<file path="config.mk">
export PLATFORM = sky130hd
export DESIGN_NAME = mci_boot_top
export DESIGN_NICKNAME = d
export VERILOG_FILES = /design/src/source/mci_pkg.sv /design/src/source/mci_boot_sync_if.sv /design/src/source/mci_boot_seqr.sv /design/src/source/mci_boot_top.sv /design/src/source/mci_input_sync.sv /design/src/source/mci_reset_status.sv
export VERILOG_INCLUDE_DIRS = /design/src /design/src/source
export SDC_FILE = /design/constraint.sdc
export NUM_CORES = 1
export LEC_CHECK = 0
export BUFFER_PORTS_ARGS = -buffer_cell sky130_fd_sc_hd__clkbuf_2
export CORE_MARGIN = 10
export CORE_UTILIZATION = 58
export CTS_BUF_LIST = sky130_fd_sc_hd__clkbuf_8
export CTS_CLUSTER_DIAMETER = 80
export DETAILED_ROUTE_END_ITERATION = 8
export GPL_ROUTABILITY_DRIVEN = 0
export PLACE_DENSITY = 0.79
export SLEW_MARGIN = 20
export SYNTH_ARGS = -nofsm -noshare
export SYNTH_HDL_FRONTEND = slang
export SYNTH_SLANG_ARGS = --single-unit
</file>
<file path="constraint.sdc">
create_clock -name clk -period 1.76 [get_ports clk]
set_input_delay 0.176 -clock clk [delete_from_list [all_inputs] [get_ports clk]]
set_output_delay 0.176 -clock clk [all_outputs]
set_load 0.02 [all_outputs]
</file>
<file path="src/source/mci_defines.svh">
// Boot sequencer width and depth constants
`ifndef MCI_DEFINES_SVH
`define MCI_DEFINES_SVH

// Minimum MCU reset time is 2**width cycles
`define MCI_MIN_RST_CNT_W 4

// Flops per synchronizer chain
`define MCI_SYNC_STAGES 2

// Hitless firmware update counter width
`define MCI_HITLESS_CNT_W 8

`endif

</file>
<file path="src/source/mci_pkg.sv">
// Boot state enum and counter vector types
`include "mci_defines.svh"

package mci_pkg;

  // Boot sequencer states, in boot order
  typedef enum logic [3:0] {
    BOOT_IDLE             = 4'd0,
    BOOT_OTP_FC           = 4'd1,
    BOOT_LCC              = 4'd2,
    BOOT_BREAKPOINT       = 4'd3,
    BOOT_MCU              = 4'd4,
    BOOT_WAIT_CLPA_GO     = 4'd5,
    BOOT_CPTRA            = 4'd6,
    BOOT_WAIT_MCU_RST_REQ = 4'd7,
    BOOT_RST_MCU          = 4'd8
  } mci_boot_fsm_state_e;

  // Minimum MCU reset counter
  typedef logic [`MCI_MIN_RST_CNT_W-1:0] min_rst_cnt_t;

  // Number of hitless firmware updates seen
  typedef logic [`MCI_HITLESS_CNT_W-1:0] hitless_cnt_t;

endpackage

</file>
<file path="src/source/mci_boot_sync_if.sv">
// Interface for synchronized SoC boot inputs
`timescale 1ns/100ps

interface mci_boot_sync_if;

  // Plain levels, already in the clk domain
  logic lc_done_sync;
  logic fc_opt_done_sync;
  logic brkpoint_sync;
  logic no_rom_config_sync;

  // Driven by the input synchronizers
  modport sync_src (
    output lc_done_sync,
    output fc_opt_done_sync,
    output brkpoint_sync,
    output no_rom_config_sync
  );

  // Read by the boot sequencer
  modport sync_dst (
    input lc_done_sync,
    input fc_opt_done_sync,
    input brkpoint_sync,
    input no_rom_config_sync
  );

endinterface

</file>
<file path="src/source/mci_boot_seqr.sv">
// Boot state machine with reset outputs, init strobes and minimum reset counter
`timescale 1ns/100ps

module mci_boot_seqr (
  input  logic              clk,
  input  logic              mci_rst_b,
  mci_boot_sync_if.sync_dst sync_i,
  input  logic              caliptra_boot_go_i,
  input  logic              mcu_rst_req_i,
  input  logic              mcu_sram_fw_exec_region_lock_i,
  output logic              mcu_rst_b_o,
  output logic              cptra_rst_b_o,
  output logic              fc_opt_init_o,
  output logic              lc_init_o,
  output logic              mcu_rst_entry_o
);

  import mci_pkg::*;

  mci_boot_fsm_state_e boot_fsm;
  mci_boot_fsm_state_e boot_fsm_nxt;
  mci_boot_fsm_state_e boot_fsm_prev;

  logic mcu_rst_b_nxt;
  logic cptra_rst_b_nxt;
  logic fc_opt_init_nxt;
  logic lc_init_nxt;
  logic rst_mcu_enter;

  min_rst_cnt_t min_rst_cnt;
  logic         min_rst_elapsed;

  // Without ROM the first release also needs firmware locked in SRAM
  logic mcu_release_ok;

  assign mcu_release_ok = !sync_i.no_rom_config_sync || mcu_sram_fw_exec_region_lock_i;
  assign rst_mcu_enter  = (boot_fsm_nxt == BOOT_RST_MCU) && (boot_fsm != BOOT_RST_MCU);

  //////////////////////////////////////////////////////////////////////
  // State and output registers
  //////////////////////////////////////////////////////////////////////
  always_ff @(posedge clk or negedge mci_rst_b) begin
    if (!mci_rst_b) begin
      boot_fsm        <= BOOT_IDLE;
      boot_fsm_prev   <= BOOT_IDLE;
      mcu_rst_b_o     <= 1'b0;
      cptra_rst_b_o   <= 1'b0;
      fc_opt_init_o   <= 1'b0;
      lc_init_o       <= 1'b0;
      mcu_rst_entry_o <= 1'b0;
    end else begin
      boot_fsm        <= boot_fsm_nxt;
      // Remember where the last transition came from
      if (boot_fsm != boot_fsm_nxt) begin
        boot_fsm_prev <= boot_fsm;
      end
      mcu_rst_b_o     <= mcu_rst_b_nxt;
      cptra_rst_b_o   <= cptra_rst_b_nxt;
      fc_opt_init_o   <= fc_opt_init_nxt;
      lc_init_o       <= lc_init_nxt;
      mcu_rst_entry_o <= rst_mcu_enter;
    end
  end

  //////////////////////////////////////////////////////////////////////
  // Next state logic
  //////////////////////////////////////////////////////////////////////
  always_comb begin
    boot_fsm_nxt    = boot_fsm;
    mcu_rst_b_nxt   = mcu_rst_b_o;
    cptra_rst_b_nxt = cptra_rst_b_o;
    fc_opt_init_nxt = fc_opt_init_o;
    lc_init_nxt     = lc_init_o;
    unique case (boot_fsm)
      BOOT_IDLE: begin
        boot_fsm_nxt = BOOT_OTP_FC;
      end
      BOOT_OTP_FC: begin
        fc_opt_init_nxt = 1'b1;
        if (sync_i.fc_opt_done_sync) begin
          boot_fsm_nxt = BOOT_LCC;
        end
      end
      BOOT_LCC: begin
        lc_init_nxt = 1'b1;
        if (sync_i.lc_done_sync) begin
          boot_fsm_nxt = BOOT_BREAKPOINT;
        end
      end
      BOOT_BREAKPOINT: begin
        if (!sync_i.brkpoint_sync && mcu_release_ok) begin
          boot_fsm_nxt = BOOT_MCU;
        end
      end
      BOOT_MCU: begin
        mcu_rst_b_nxt = 1'b1;
        // Caliptra is already running after an update reset
        if (boot_fsm_prev == BOOT_RST_MCU) begin
          boot_fsm_nxt = BOOT_WAIT_MCU_RST_REQ;
        end else begin
          boot_fsm_nxt = BOOT_WAIT_CLPA_GO;
        end
      end
      BOOT_WAIT_CLPA_GO: begin
        if (caliptra_boot_go_i) begin
          boot_fsm_nxt = BOOT_CPTRA;
        end
      end
      BOOT_CPTRA: begin
        cptra_rst_b_nxt = 1'b1;
        boot_fsm_nxt    = BOOT_WAIT_MCU_RST_REQ;
      end
      BOOT_WAIT_MCU_RST_REQ: begin
        if (mcu_rst_req_i) begin
          boot_fsm_nxt  = BOOT_RST_MCU;
          mcu_rst_b_nxt = 1'b0;
        end
      end
      BOOT_RST_MCU: begin
        mcu_rst_b_nxt = 1'b0;
        // Hold until min time is over and the new image is locked
        if (min_rst_elapsed && mcu_sram_fw_exec_region_lock_i) begin
          boot_fsm_nxt = BOOT_MCU;
        end
      end
      default: begin
        boot_fsm_nxt = BOOT_IDLE;
      end
    endcase
  end

  //////////////////////////////////////////////////////////////////////
  // Minimum MCU reset counter
  //////////////////////////////////////////////////////////////////////
  always_ff @(posedge clk or negedge mci_rst_b) begin
    if (!mci_rst_b) begin
      min_rst_cnt     <= '0;
      min_rst_elapsed <= 1'b0;
    end else if (rst_mcu_enter) begin
      min_rst_cnt     <= '0;
      min_rst_elapsed <= 1'b0;
    end else if (boot_fsm == BOOT_RST_MCU) begin
      if (min_rst_cnt != '1) begin
        min_rst_cnt <= min_rst_cnt + 1'b1;
      end else begin
        // Saturated, min reset time reached
        min_rst_elapsed <= 1'b1;
      end
    end
  end

endmodule

</file>
<file path="src/source/mci_boot_top.sv">
// Boot sequencer subsystem top with sync, FSM and reset status blocks
`timescale 1ns/100ps

module mci_boot_top (
  input  logic                  clk,
  input  logic                  mci_rst_b,
  input  logic                  lc_done_i,
  input  logic                  fc_opt_done_i,
  input  logic                  mci_boot_seq_brkpoint_i,
  input  logic                  mcu_no_rom_config_i,
  input  logic                  caliptra_boot_go_i,
  input  logic                  mcu_rst_req_i,
  input  logic                  mcu_sram_fw_exec_region_lock_i,
  output logic                  mcu_rst_b_o,
  output logic                  cptra_rst_b_o,
  output logic                  fc_opt_init_o,
  output logic                  lc_init_o,
  output logic                  mcu_reset_once_o,
  output logic                  fw_boot_upd_reset_o,
  output logic                  fw_hitless_upd_reset_o,
  output mci_pkg::hitless_cnt_t hitless_cnt_o
);

  // One cycle pulse on entry to MCU reset
  logic mcu_rst_entry;

  mci_boot_sync_if u_sync_if ();

  mci_input_sync u_input_sync (
    .clk                     (clk),
    .mci_rst_b               (mci_rst_b),
    .lc_done_i               (lc_done_i),
    .fc_opt_done_i           (fc_opt_done_i),
    .mci_boot_seq_brkpoint_i (mci_boot_seq_brkpoint_i),
    .mcu_no_rom_config_i     (mcu_no_rom_config_i),
    .sync_o                  (u_sync_if.sync_src)
  );

  mci_boot_seqr u_boot_seqr (
    .clk                            (clk),
    .mci_rst_b                      (mci_rst_b),
    .sync_i                         (u_sync_if.sync_dst),
    .caliptra_boot_go_i             (caliptra_boot_go_i),
    .mcu_rst_req_i                  (mcu_rst_req_i),
    .mcu_sram_fw_exec_region_lock_i (mcu_sram_fw_exec_region_lock_i),
    .mcu_rst_b_o                    (mcu_rst_b_o),
    .cptra_rst_b_o                  (cptra_rst_b_o),
    .fc_opt_init_o                  (fc_opt_init_o),
    .lc_init_o                      (lc_init_o),
    .mcu_rst_entry_o                (mcu_rst_entry)
  );

  mci_reset_status u_reset_status (
    .clk                    (clk),
    .mci_rst_b              (mci_rst_b),
    .mcu_rst_entry_i        (mcu_rst_entry),
    .mcu_reset_once_o       (mcu_reset_once_o),
    .fw_boot_upd_reset_o    (fw_boot_upd_reset_o),
    .fw_hitless_upd_reset_o (fw_hitless_upd_reset_o),
    .hitless_cnt_o          (hitless_cnt_o)
  );

endmodule

</file>
<file path="src/source/mci_input_sync.sv">
// Multi-stage synchronizers for asynchronous SoC boot inputs
`timescale 1ns/100ps
`include "mci_defines.svh"

module mci_input_sync (
  input  logic                     clk,
  input  logic                     mci_rst_b,
  input  logic                     lc_done_i,
  input  logic                     fc_opt_done_i,
  input  logic                     mci_boot_seq_brkpoint_i,
  input  logic                     mcu_no_rom_config_i,
  mci_boot_sync_if.sync_src        sync_o
);

  // One bit per input, one row per stage
  logic [3:0]                         raw_in;
  logic [`MCI_SYNC_STAGES-1:0][3:0]   sync_ff;

  assign raw_in = {mcu_no_rom_config_i, mci_boot_seq_brkpoint_i,
                   fc_opt_done_i, lc_done_i};

  //////////////////////////////////////////////////////////////////////
  // Synchronizer chains
  //////////////////////////////////////////////////////////////////////
  always_ff @(posedge clk or negedge mci_rst_b) begin
    if (!mci_rst_b) begin
      sync_ff <= '0;
    end else begin
      sync_ff[0] <= raw_in;
      for (int i = 1; i < `MCI_SYNC_STAGES; i++) begin
        sync_ff[i] <= sync_ff[i-1];
      end
    end
  end

  // Last stage feeds the boot sequencer
  assign sync_o.lc_done_sync       = sync_ff[`MCI_SYNC_STAGES-1][0];
  assign sync_o.fc_opt_done_sync   = sync_ff[`MCI_SYNC_STAGES-1][1];
  assign sync_o.brkpoint_sync      = sync_ff[`MCI_SYNC_STAGES-1][2];
  assign sync_o.no_rom_config_sync = sync_ff[`MCI_SYNC_STAGES-1][3];

endmodule

</file>
<file path="src/source/mci_reset_status.sv">
// MCU reset classification flags and hitless update counter
`timescale 1ns/100ps

module mci_reset_status (
  input  logic                 clk,
  input  logic                 mci_rst_b,
  input  logic                 mcu_rst_entry_i,
  output logic                 mcu_reset_once_o,
  output logic                 fw_boot_upd_reset_o,
  output logic                 fw_hitless_upd_reset_o,
  output mci_pkg::hitless_cnt_t hitless_cnt_o
);

  //////////////////////////////////////////////////////////////////////
  // Reset classification
  //////////////////////////////////////////////////////////////////////
  always_ff @(posedge clk or negedge mci_rst_b) begin
    if (!mci_rst_b) begin
      mcu_reset_once_o       <= 1'b0;
      fw_boot_upd_reset_o    <= 1'b0;
      fw_hitless_upd_reset_o <= 1'b0;
      hitless_cnt_o          <= '0;
    end else if (mcu_rst_entry_i) begin
      if (!mcu_reset_once_o) begin
        // First reset loads the firmware boot image
        mcu_reset_once_o    <= 1'b1;
        fw_boot_upd_reset_o <= 1'b1;
      end else begin
        // Every later reset is a hitless update
        fw_boot_upd_reset_o    <= 1'b0;
        fw_hitless_upd_reset_o <= 1'b1;
        if (hitless_cnt_o != '1) begin
          hitless_cnt_o <= hitless_cnt_o + 1'b1;
        end
      end
    end
  end

endmodule

</file>
==> results.sh, run 1 <==
export IMPL_die_area_um2=5470
export IMPL_multi_input_area_um2=709
export IMPL_crit_fanout=10
export IMPL_ioPinCount=24
export IMPL_route_detailed_drc=0
export IMPL_setup_slack_ns=0.192
export IMPL_r2r_cells=4
export IMPL_min_from="mcu_sram_fw_exec_region_lock_i"
export IMPL_leakage_nw=0.934
export IMPL_status="completed"
export IMPL_area_growth_pct=21.9
export IMPL_final_cell_mix="dfrtp_1, clkbuf_2, nand2_1"
export IMPL_ir_worst_vdd_uv=1460
export IMPL_ys_seq_area_share_pct=54.8
export IMPL_synth_nets=154
export IMPL_dp_slack_ns=0.201
export IMPL_drv_slew=0
export IMPL_cp_required_ns=1.94
export IMPL_maxSlewHeadroom_pct=67.1
export IMPL_clock_sinks=37
export IMPL_detail_route_antenna_nets=0
export IMPL_antenna_found_initial=0
export IMPL_start_kind="flop"
export IMPL_cts_root_buffer="clkbuf_8"
export IMPL_synth_seq_cells=37
export IMPL_grt_setup_unrepaired="no"
export IMPL_r2r_start="u_boot_seqr.boot_fsm[1]$_DFF_PN0_"
export IMPL_final_min_clock_period_ns=1.57
export IMPL_tns_ns=0
export IMPL_crit_type="flop to flop"
export IMPL_cts_tree="built"
export IMPL_dp_hpwl_um=2520
export IMPL_cp_end_kind="flop"
export IMPL_synthDistinctLibCells=50
export IMPL_fill_cells=203
export IMPL_regArea_um2=926
export IMPL_drive_above_1_share_pct=31.9
export IMPL_layout_commonest_cell="dfrtp_1"
export IMPL_setup_viol=0
export IMPL_cts_buffers=5
export IMPL_r2r_end="u_boot_seqr.boot_fsm_prev[2]$_DFFE_PN0P_"
export IMPL_power_density_nw_per_um2=1690
export IMPL_worstSkewPairLatency_ns=0.29
export IMPL_arrival_ns=1.75
export IMPL_tightest_slew_ns=0.493
export IMPL_port_buffers=23
export IMPL_via_per_inst=5.85
export IMPL_min_delay_path_depth=3
export IMPL_grt_max_degree=20
export IMPL_wl_per_cell_um=16.0
export IMPL_die_x_um=74.0
export IMPL_yosys_warnings=0
export IMPL_holdPathEnd="u_boot_seqr.boot_fsm[2]$_DFF_PN0_"
export IMPL_synth_cells=143
export IMPL_track_usage_pct=14.2
export IMPL_grt_pass1_vias=1320
export IMPL_nNetsFinal=192
export IMPL_hold_class="primary input to flop"
export IMPL_htreeDepth=2
export IMPL_synth_area_um2=1690
export IMPL_routed_via_count=1245
export IMPL_fmax_mhz=638
export IMPL_post_cts_resized=0
export IMPL_antenna_cells=0
export IMPL_clockBufferDepth=2
export IMPL_fp_row_count=19
export IMPL_grt_first_pass_wirelength_um=6050
export IMPL_final_setup_skew_ns=0.00201
export IMPL_dieHeight_um=74.0
export IMPL_ys_flop_type="dfrtp_1"
export IMPL_final_hold_viol_count=0
export IMPL_avgSynthCellArea_um2=11.8
export IMPL_start_util_pct=60.8
export IMPL_firstDrtPassIters=4
export IMPL_netlist_top_cell_by_area="dfrtp_1"
export IMPL_grt_overflow_total=0
export IMPL_period_share_pct=89.1
export IMPL_synth_area_leaders="dfrtp_1, nand2_1, nor2_1"
export IMPL_clk_pin_slew_ns=0.07
export IMPL_async_flop_share_pct=100
export IMPL_totalWireLength_um=3410
export IMPL_maxCapViolations=0
export IMPL_r2r_slack_ns=0.19
export IMPL_synth_top_area_share_pct=54.8
export IMPL_core_um2=2780
export IMPL_synth_edf_count=0
export IMPL_drt_iter0_drc=111
export IMPL_hold_ws_ns=0.240
## registers in the layout, indices dropped and copies added (netlist names)
register and count:
u_boot_seqr.min_rst_elapsed 1, u_boot_seqr.lc_init_o 1, u_reset_status.fw_hitless_upd_reset_o 1, u_boot_seqr.boot_fsm 4, u_boot_seqr.mcu_rst_b_o 1, u_boot_seqr.cptra_rst_b_o 1
u_boot_seqr.boot_fsm_prev 4, u_reset_status.mcu_reset_once_o 1, u_input_sync.sync_o.no_rom_config_sync 1, u_input_sync.sync_o.fc_opt_done_sync 1, u_boot_seqr.min_rst_cnt 4, u_input_sync.sync_ff 4
u_reset_status.hitless_cnt_o 8, u_reset_status.fw_boot_upd_reset_o 1, u_input_sync.sync_o.lc_done_sync 1, u_boot_seqr.mcu_rst_entry_o 1, u_input_sync.sync_o.brkpoint_sync 1, u_boot_seqr.fc_opt_init_o 1
## synth_stat cells, types with 3 or more instances
cell / instances
a21oi_1: 5
nor2b_1: 4
nand3_1: 7
inv_1: 5
dfrtp_1: 37
nor2_1: 10
o21ai_0: 3
xor2_1: 4
nand2_1: 14
## per-layer routing
| metal | up-vias | track usage, % | wire (um) |
|---|---|---|---|
| met1 | 617 | 17.2 | 1440 |
| met3 | 9 | 5.72 | 237 |
| li1 | 585 | - | - |
| met5 | - | 0 | 0 |
| met2 | 34 | 21.7 | 1650 |
| met4 | 0 | 6.63 | 76 |
## through the flow
step	utilization (%)	power (W)	std cells	cell area, um^2
final	74.1	0.00348	213	2060
after global routing	74.1	0.00372	213	2060
after CTS	74.1	0.00351	213	2060
after detailed placement	67.5	0.00263	200	1880
after global placement	67.5	0.00256	200	1880
after floorplan	-	0.00227	143	1690
## repair_timing
item	in CTS	in global routing
endpoints found under the setup margin	0	0
hold buffers	5	0
buffers inserted	0	0
hold endpoints to repair	22	0
## worst max-delay path, cell delays in order, from the launching register on
cell and delay [ns]:
dfrtp_1 0.53, nor4b_4 0.35, a211o_2 0.20, o21ai_2 0.08, mux2_4 0.30
## cells by family (layout without fill, tap and decap cells)
kind of cell / count (synthesis) / in the layout / synth area share [%]
XOR/XNOR: 6 / 6 / 3.11
AO/OA/AOI/OAI: 29 / 29 / 14.9
multiplexers: 5 / 5 / 3.48
buffers and inverters: 10 / 49 / 3.26
adder cells (fa/ha/maj): 2 / 2 / 1.48
AND/OR/NAND/NOR: 54 / 54 / 19.0
flip-flops: 37 / 37 / 54.8
## layout make-up
type	instances	share of cell area, %
Clock buffer	5	3.34
Clock inverter	3	3.16
Inverter	6	1.09
Multi-Input combinational cell	96	34.4
Sequential cell	37	44.9
Tap cell	31	1.88
Timing Repair Buffer	35	11.2
## how the worst max path moves through the flow
stage,start,slack (ns),cells past startpoint,end
floorplan,u_boot_seqr.boot_fsm[2]$_DFF_PN0_,0.21,4,u_boot_seqr.boot_fsm_prev[2]$_DFFE_PN0P_
global placement,u_boot_seqr.boot_fsm[1]$_DFF_PN0_,0.25,4,u_boot_seqr.boot_fsm_prev[2]$_DFFE_PN0P_
detailed placement,u_boot_seqr.boot_fsm[1]$_DFF_PN0_,0.20,4,u_boot_seqr.boot_fsm_prev[2]$_DFFE_PN0P_
CTS,u_boot_seqr.boot_fsm[1]$_DFF_PN0_,0.20,4,u_boot_seqr.boot_fsm_prev[2]$_DFFE_PN0P_
global route,u_boot_seqr.boot_fsm[2]$_DFF_PN0_,0.08,5,u_boot_seqr.boot_fsm_prev[2]$_DFFE_PN0P_
finish,u_boot_seqr.boot_fsm[1]$_DFF_PN0_,0.19,4,u_boot_seqr.boot_fsm_prev[2]$_DFFE_PN0P_
## power breakdown
group,internal [W],total [W],switching (W)
clock network,0.000563,0.000864,0.000302
registers,0.00110,0.00137,0.000265
logic,0.000565,0.00125,0.000686
(Power assumes the default switching activity.)
==> inputs of run 2 (changes only) <==
--- a/config.mk
+++ b/config.mk
@@ -6,7 +6,7 @@
 export SDC_FILE = /design/constraint.sdc
 export NUM_CORES = 1
 export LEC_CHECK = 0
-export BUFFER_PORTS_ARGS = -buffer_cell sky130_fd_sc_hd__clkbuf_2
+export BUFFER_PORTS_ARGS = -buffer_cell sky130_fd_sc_hd__buf_2
 export CORE_MARGIN = 10
 export CORE_UTILIZATION = 58
 export CTS_BUF_LIST = sky130_fd_sc_hd__clkbuf_8
==> results.sh, run 2 (synthesis results as in run 1) <==
export IMPL_status="completed"
export IMPL_holdPathEnd="u_boot_seqr.boot_fsm[2]$_DFF_PN0_"
export IMPL_power_density_nw_per_um2=1650
export IMPL_cts_root_buffer="clkbuf_8"
export IMPL_worstSkewPairLatency_ns=0.30
export IMPL_drv_slew=0
export IMPL_antenna_found_initial=0
export IMPL_totalWireLength_um=3210
export IMPL_cts_tree="built"
export IMPL_clk_pin_slew_ns=0.07
export IMPL_via_per_inst=5.68
export IMPL_post_cts_resized=0
export IMPL_crit_type="flop to flop"
export IMPL_leakage_nw=0.917
export IMPL_min_delay_path_depth=3
export IMPL_die_area_um2=5470
export IMPL_layout_commonest_cell="dfrtp_1"
export IMPL_track_usage_pct=13.0
export IMPL_setup_slack_ns=0.163
export IMPL_dp_hpwl_um=2330
export IMPL_dieHeight_um=74.0
export IMPL_drive_above_1_share_pct=31.9
export IMPL_start_util_pct=60.8
export IMPL_dp_slack_ns=0.174
export IMPL_setup_viol=0
export IMPL_die_x_um=74.0
export IMPL_tightest_slew_ns=0.444
export IMPL_routed_via_count=1210
export IMPL_period_share_pct=90.8
export IMPL_grt_max_degree=38
export IMPL_area_growth_pct=20.4
export IMPL_crit_fanout=9
export IMPL_detail_route_antenna_nets=0
export IMPL_port_buffers=23
export IMPL_ioPinCount=24
export IMPL_cp_end_kind="flop"
export IMPL_final_hold_viol_count=0
export IMPL_start_kind="flop"
export IMPL_grt_overflow_total=0
export IMPL_r2r_slack_ns=0.16
export IMPL_final_setup_skew_ns=0.00318
export IMPL_firstDrtPassIters=4
export IMPL_r2r_start="u_boot_seqr.boot_fsm[2]$_DFF_PN0_"
export IMPL_nNetsFinal=192
export IMPL_min_from="mcu_sram_fw_exec_region_lock_i"
export IMPL_r2r_cells=5
export IMPL_cts_buffers=5
export IMPL_grt_pass1_vias=1274
export IMPL_cp_required_ns=1.94
export IMPL_clock_sinks=37
export IMPL_r2r_end="u_boot_seqr.boot_fsm_prev[2]$_DFFE_PN0P_"
export IMPL_final_min_clock_period_ns=1.60
export IMPL_wl_per_cell_um=15.1
export IMPL_clockBufferDepth=2
export IMPL_regMostFlops="u_reset_status.hitless_cnt_o"
export IMPL_fmax_mhz=626
export IMPL_antenna_cells=0
export IMPL_ir_worst_vdd_uv=1620
export IMPL_arrival_ns=1.78
export IMPL_core_um2=2780
export IMPL_final_core_util_pct=73.1
export IMPL_maxCapViolations=0
export IMPL_hold_class="primary input to flop"
export IMPL_htreeDepth=2
export IMPL_fp_row_count=19
export IMPL_tns_ns=0
export IMPL_grt_setup_unrepaired="no"
export IMPL_largest_reg_flops=8
export IMPL_drt_iter0_drc=83
export IMPL_route_detailed_drc=0
export IMPL_grt_first_pass_wirelength_um=5630
export IMPL_final_cell_mix="dfrtp_1, buf_2, nand2_1"
export IMPL_maxSlewHeadroom_pct=70.4
-- run 2: cell count changes in the layout (fill, tap and decap cells not counted), sizes merged --
cell,before,now
bufinv,2,1
clkinv,1,0
clkbuf,28,6
buf,7,30
clkinvlp,0,1
-- run 2: what timing repair did --
action	CTS	global route
hold buffers	5	0
endpoints found under the hold margin	41	0
buffers inserted	0	0
-- run 2: final cells by class --
class / count / area, um^2
sequential: 37 / 926
fill: 203 / 747
multi-input combinational: 96 / 709
timing repair buffer: 35 / 218
clock buffer: 6 / 82.6
tap: 31 / 38.8
clock inverter: 2 / 37.5
inverter: 6 / 22.5
-- run 2: layer usage --
layer | track usage [%] | wire length, um
met1 | 16.3 | 1430
met2 | 19.4 | 1530
met3 | 5.05 | 209
met4 | 5.80 | 44
met5 | 0 | 0
-- run 2: where the power goes --
| part | leakage (nW) | internal (W) | switching, W |
|---|---|---|---|
| registers | 0.451 | 0.00110 | 0.000258 |
| clock network | 0.0574 | 0.000460 | 0.000303 |
| logic | 0.408 | 0.000565 | 0.000677 |
| total | 0.917 | 0.00213 | 0.00124 |
-- run 2: stage by stage --
step                hold slack (ns)  power, W  instance area [um^2]  instances
floorplan                    -0.120   0.00227                  1690        143
global placement              0.237   0.00255                  1860        200
detailed placement            0.239   0.00261                  1860        200
CTS                           0.254   0.00339                  2030        213
global route                  0.288   0.00359                  2030        213
finish                        0.264   0.00336                  2030        213
-- run 2: worst max-delay path, stage by stage (launching register included) --
cell and delay, ns:
dfrtp_1 0.43, buf_4 0.20, nor4b_1 0.31, a211o_2 0.19, o21ai_2 0.07, mux2_4 0.29
-- run 2: worst max-delay path by stage --
| stage | slack [ns] | cells after the start | start | to |
|---|---|---|---|---|
| after floorplan | 0.21 | 4 | u_boot_seqr.boot_fsm[2]$_DFF_PN0_ | u_boot_seqr.boot_fsm_prev[2]$_DFFE_PN0P_ |
| after global placement | 0.25 | 4 | u_boot_seqr.boot_fsm[1]$_DFF_PN0_ | u_boot_seqr.boot_fsm_prev[2]$_DFFE_PN0P_ |
| after detailed placement | 0.17 | 5 | u_boot_seqr.boot_fsm[2]$_DFF_PN0_ | u_boot_seqr.boot_fsm_prev[2]$_DFFE_PN0P_ |
| after CTS | 0.16 | 5 | u_boot_seqr.boot_fsm[2]$_DFF_PN0_ | u_boot_seqr.boot_fsm_prev[2]$_DFFE_PN0P_ |
| after global routing | 0.04 | 4 | u_boot_seqr.boot_fsm[1]$_DFF_PN0_ | u_boot_seqr.min_rst_cnt[3]$_DFFE_PN0P_ |
| final | 0.16 | 5 | u_boot_seqr.boot_fsm[2]$_DFF_PN0_ | u_boot_seqr.boot_fsm_prev[2]$_DFFE_PN0P_ |
==> inputs of run 3 (changes only) <==
--- a/config.mk
+++ b/config.mk
@@ -8,12 +8,12 @@
 export LEC_CHECK = 0
 export BUFFER_PORTS_ARGS = -buffer_cell sky130_fd_sc_hd__buf_2
 export CORE_MARGIN = 10
-export CORE_UTILIZATION = 58
+export CORE_UTILIZATION = 25
 export CTS_BUF_LIST = sky130_fd_sc_hd__clkbuf_8
 export CTS_CLUSTER_DIAMETER = 80
 export DETAILED_ROUTE_END_ITERATION = 8
 export GPL_ROUTABILITY_DRIVEN = 0
-export PLACE_DENSITY = 0.79
+export PLACE_DENSITY = 0.39
 export SLEW_MARGIN = 20
 export SYNTH_ARGS = -nofsm -noshare
 export SYNTH_HDL_FRONTEND = slang
==> constraint.sdc (replaced) <==
create_clock -name clk -period 2 [get_ports clk]
set_input_delay 0.2 -clock clk [delete_from_list [all_inputs] [get_ports clk]]
set_output_delay 0.2 -clock clk [all_outputs]
set_load 0.02 [all_outputs]
==> results.sh, run 3 (synthesis results as in run 1) <==
export IMPL_status="completed"
export IMPL_hold_ws_ns=0.0176
export IMPL_route_detailed_drc=0
export IMPL_tns_ns=0
export IMPL_core_um2=6460
export IMPL_grt_max_degree=14
export IMPL_maxCapViolations=0
export IMPL_firstDrtPassIters=4
export IMPL_power_switching_w=0.00108
export IMPL_grt_first_pass_wirelength_um=6100
export IMPL_cts_buffers=5
export IMPL_grt_setup_unrepaired="no"
export IMPL_post_cts_resized=0
export IMPL_fill_cells=660
export IMPL_ir_worst_vdd_uv=395
export IMPL_wl_per_cell_um=14.1
export IMPL_cp_end_kind="flop"
export IMPL_track_usage_pct=7.42
export IMPL_clockBufferDepth=2
export IMPL_final_hold_viol_count=0
export IMPL_maxSlewHeadroom_pct=68.3
export IMPL_antenna_found_initial=0
export IMPL_clk_pin_slew_ns=0.08
export IMPL_drv_slew=0
export IMPL_start_util_pct=26.2
export IMPL_cts_root_buffer="clkbuf_8"
export IMPL_period_share_pct=81.7
export IMPL_fmax_mhz=612
export IMPL_power_density_nw_per_um2=1380
export IMPL_drt_iter0_drc=39
export IMPL_grt_pass1_vias=1275
export IMPL_leakage_nw=0.891
export IMPL_final_cell_mix="dfrtp_1, buf_2, nand2_1"
export IMPL_nNetsFinal=188
export IMPL_final_area_um2=2020
export IMPL_worstSkewPairLatency_ns=0.29
export IMPL_tightest_slew_ns=0.475
export IMPL_drive_above_1_share_pct=31.6
export IMPL_clock_sinks=37
export IMPL_dieHeight_um=102
export IMPL_largest_reg_flops=8
export IMPL_power_w=0.00279
export IMPL_hold_class="primary input to flop"
export IMPL_die_x_um=102
export IMPL_start_kind="flop"
export IMPL_final_min_clock_period_ns=1.63
export IMPL_detail_route_antenna_nets=0
export IMPL_routed_via_count=1190
export IMPL_fp_row_count=29
export IMPL_port_buffers=23
export IMPL_totalWireLength_um=3570
export IMPL_clkPwrFrac_pct=19.0
export IMPL_antenna_cells=0
export IMPL_grt_overflow_total=0
export IMPL_swShare_pct=38.6
export IMPL_power_internal_w=0.00171
export IMPL_ioPinCount=24
export IMPL_setup_viol=0
export IMPL_regMostFlops="u_reset_status.hitless_cnt_o"
export IMPL_crit_fanout=9
export IMPL_dp_hpwl_um=2660
export IMPL_area_growth_pct=19.4
export IMPL_cts_tree="built"
export IMPL_final_core_util_pct=31.2
export IMPL_layout_commonest_cell="dfrtp_1"
export IMPL_final_setup_skew_ns=0.00698
export IMPL_crit_type="flop to flop"
export IMPL_arrival_ns=1.81
export IMPL_die_area_um2=10500
export IMPL_via_per_inst=4.69
export IMPL_pwr_share_comb_pct=38.0
export IMPL_cp_required_ns=2.18
export IMPL_p_seq_share_pct=43.0
export IMPL_placed_area_um2=1920
export IMPL_htreeDepth=2
==> run 3: metal layers <==
layer  global-route usage (%)  vias to the layer above  part of all wire [%]
li1                         -                      578                     -
met1                     8.90                      570                    46
met2                     10.9                       34                    44
met3                     3.37                        8                   7.3
met4                     3.90                        0                   2.4
met5                        0                        -                     0
==> run 3: layout make-up <==
class                   instances  area (um^2)  area share, %
clock buffers                   6         82.6           4.09
clock inverters                 1         3.75          0.186
inverters                       6         22.5           1.12
multi-input cells              96          709           35.2
flip-flops and latches         37          926           45.9
well taps                      77         96.3           4.77
repair buffers                 31          178           8.80
==> run 3: timing repair <==
| item | CTS | global route |
|---|---|---|
| hold buffers | 1 | 0 |
| hold endpoints to repair | 11 | 0 |
| endpoints found under the setup margin | 0 | 0 |
| setup buffers | 0 | 0 |
==> run 3: worst max-delay path, stage by stage, from the launching register on <==
cell,delay (ns)
dfrtp_1,0.44
buf_4,0.22
nand2_1,0.16
o311a_4,0.20
o21ai_2,0.19
mux2_4,0.31
==> run 3: final timing paths <==
check                                                   from  slack (ns)                                                to  cells past startpoint
setup / recovery           u_boot_seqr.boot_fsm[2]$_DFF_PN0_        0.37          u_boot_seqr.boot_fsm_prev[2]$_DFFE_PN0P_                      5
hold / removal                                 fc_opt_done_i        0.02                 u_input_sync.sync_ff[1]$_DFF_PN0_                      1
setup reg to reg           u_boot_seqr.boot_fsm[2]$_DFF_PN0_        0.37          u_boot_seqr.boot_fsm_prev[2]$_DFFE_PN0P_                      5
hold reg to reg            u_input_sync.sync_ff[3]$_DFF_PN0_        0.35  u_input_sync.sync_o.no_rom_config_sync$_DFF_PN0_                      0
max in group asynchronous                          mci_rst_b        1.19    u_input_sync.sync_o.fc_opt_done_sync$_DFF_PN0_                      3
min in group asynchronous                          mci_rst_b        0.32            u_boot_seqr.min_rst_cnt[2]$_DFFE_PN0P_                      2
==> run 3: metrics by stage <==
stage,cells,setup WS (ns)
6_report,254,0.365
5_1_grt,254,0.277
4_1_cts,254,0.371
3_5_place_dp,246,0.382
3_3_place_gp,246,0.427
2_1_floorplan,143,0.454
==> run 3: power by group through the flow <==
stage                     clock (W)  combinational [W]  sequential, W
after floorplan                   0           0.000766        0.00123
after global placement            0            0.00108        0.00121
after detailed placement          0            0.00107        0.00121
after CTS                  0.000554            0.00108        0.00120
after global routing       0.000587            0.00118        0.00124
final                      0.000532            0.00106        0.00120
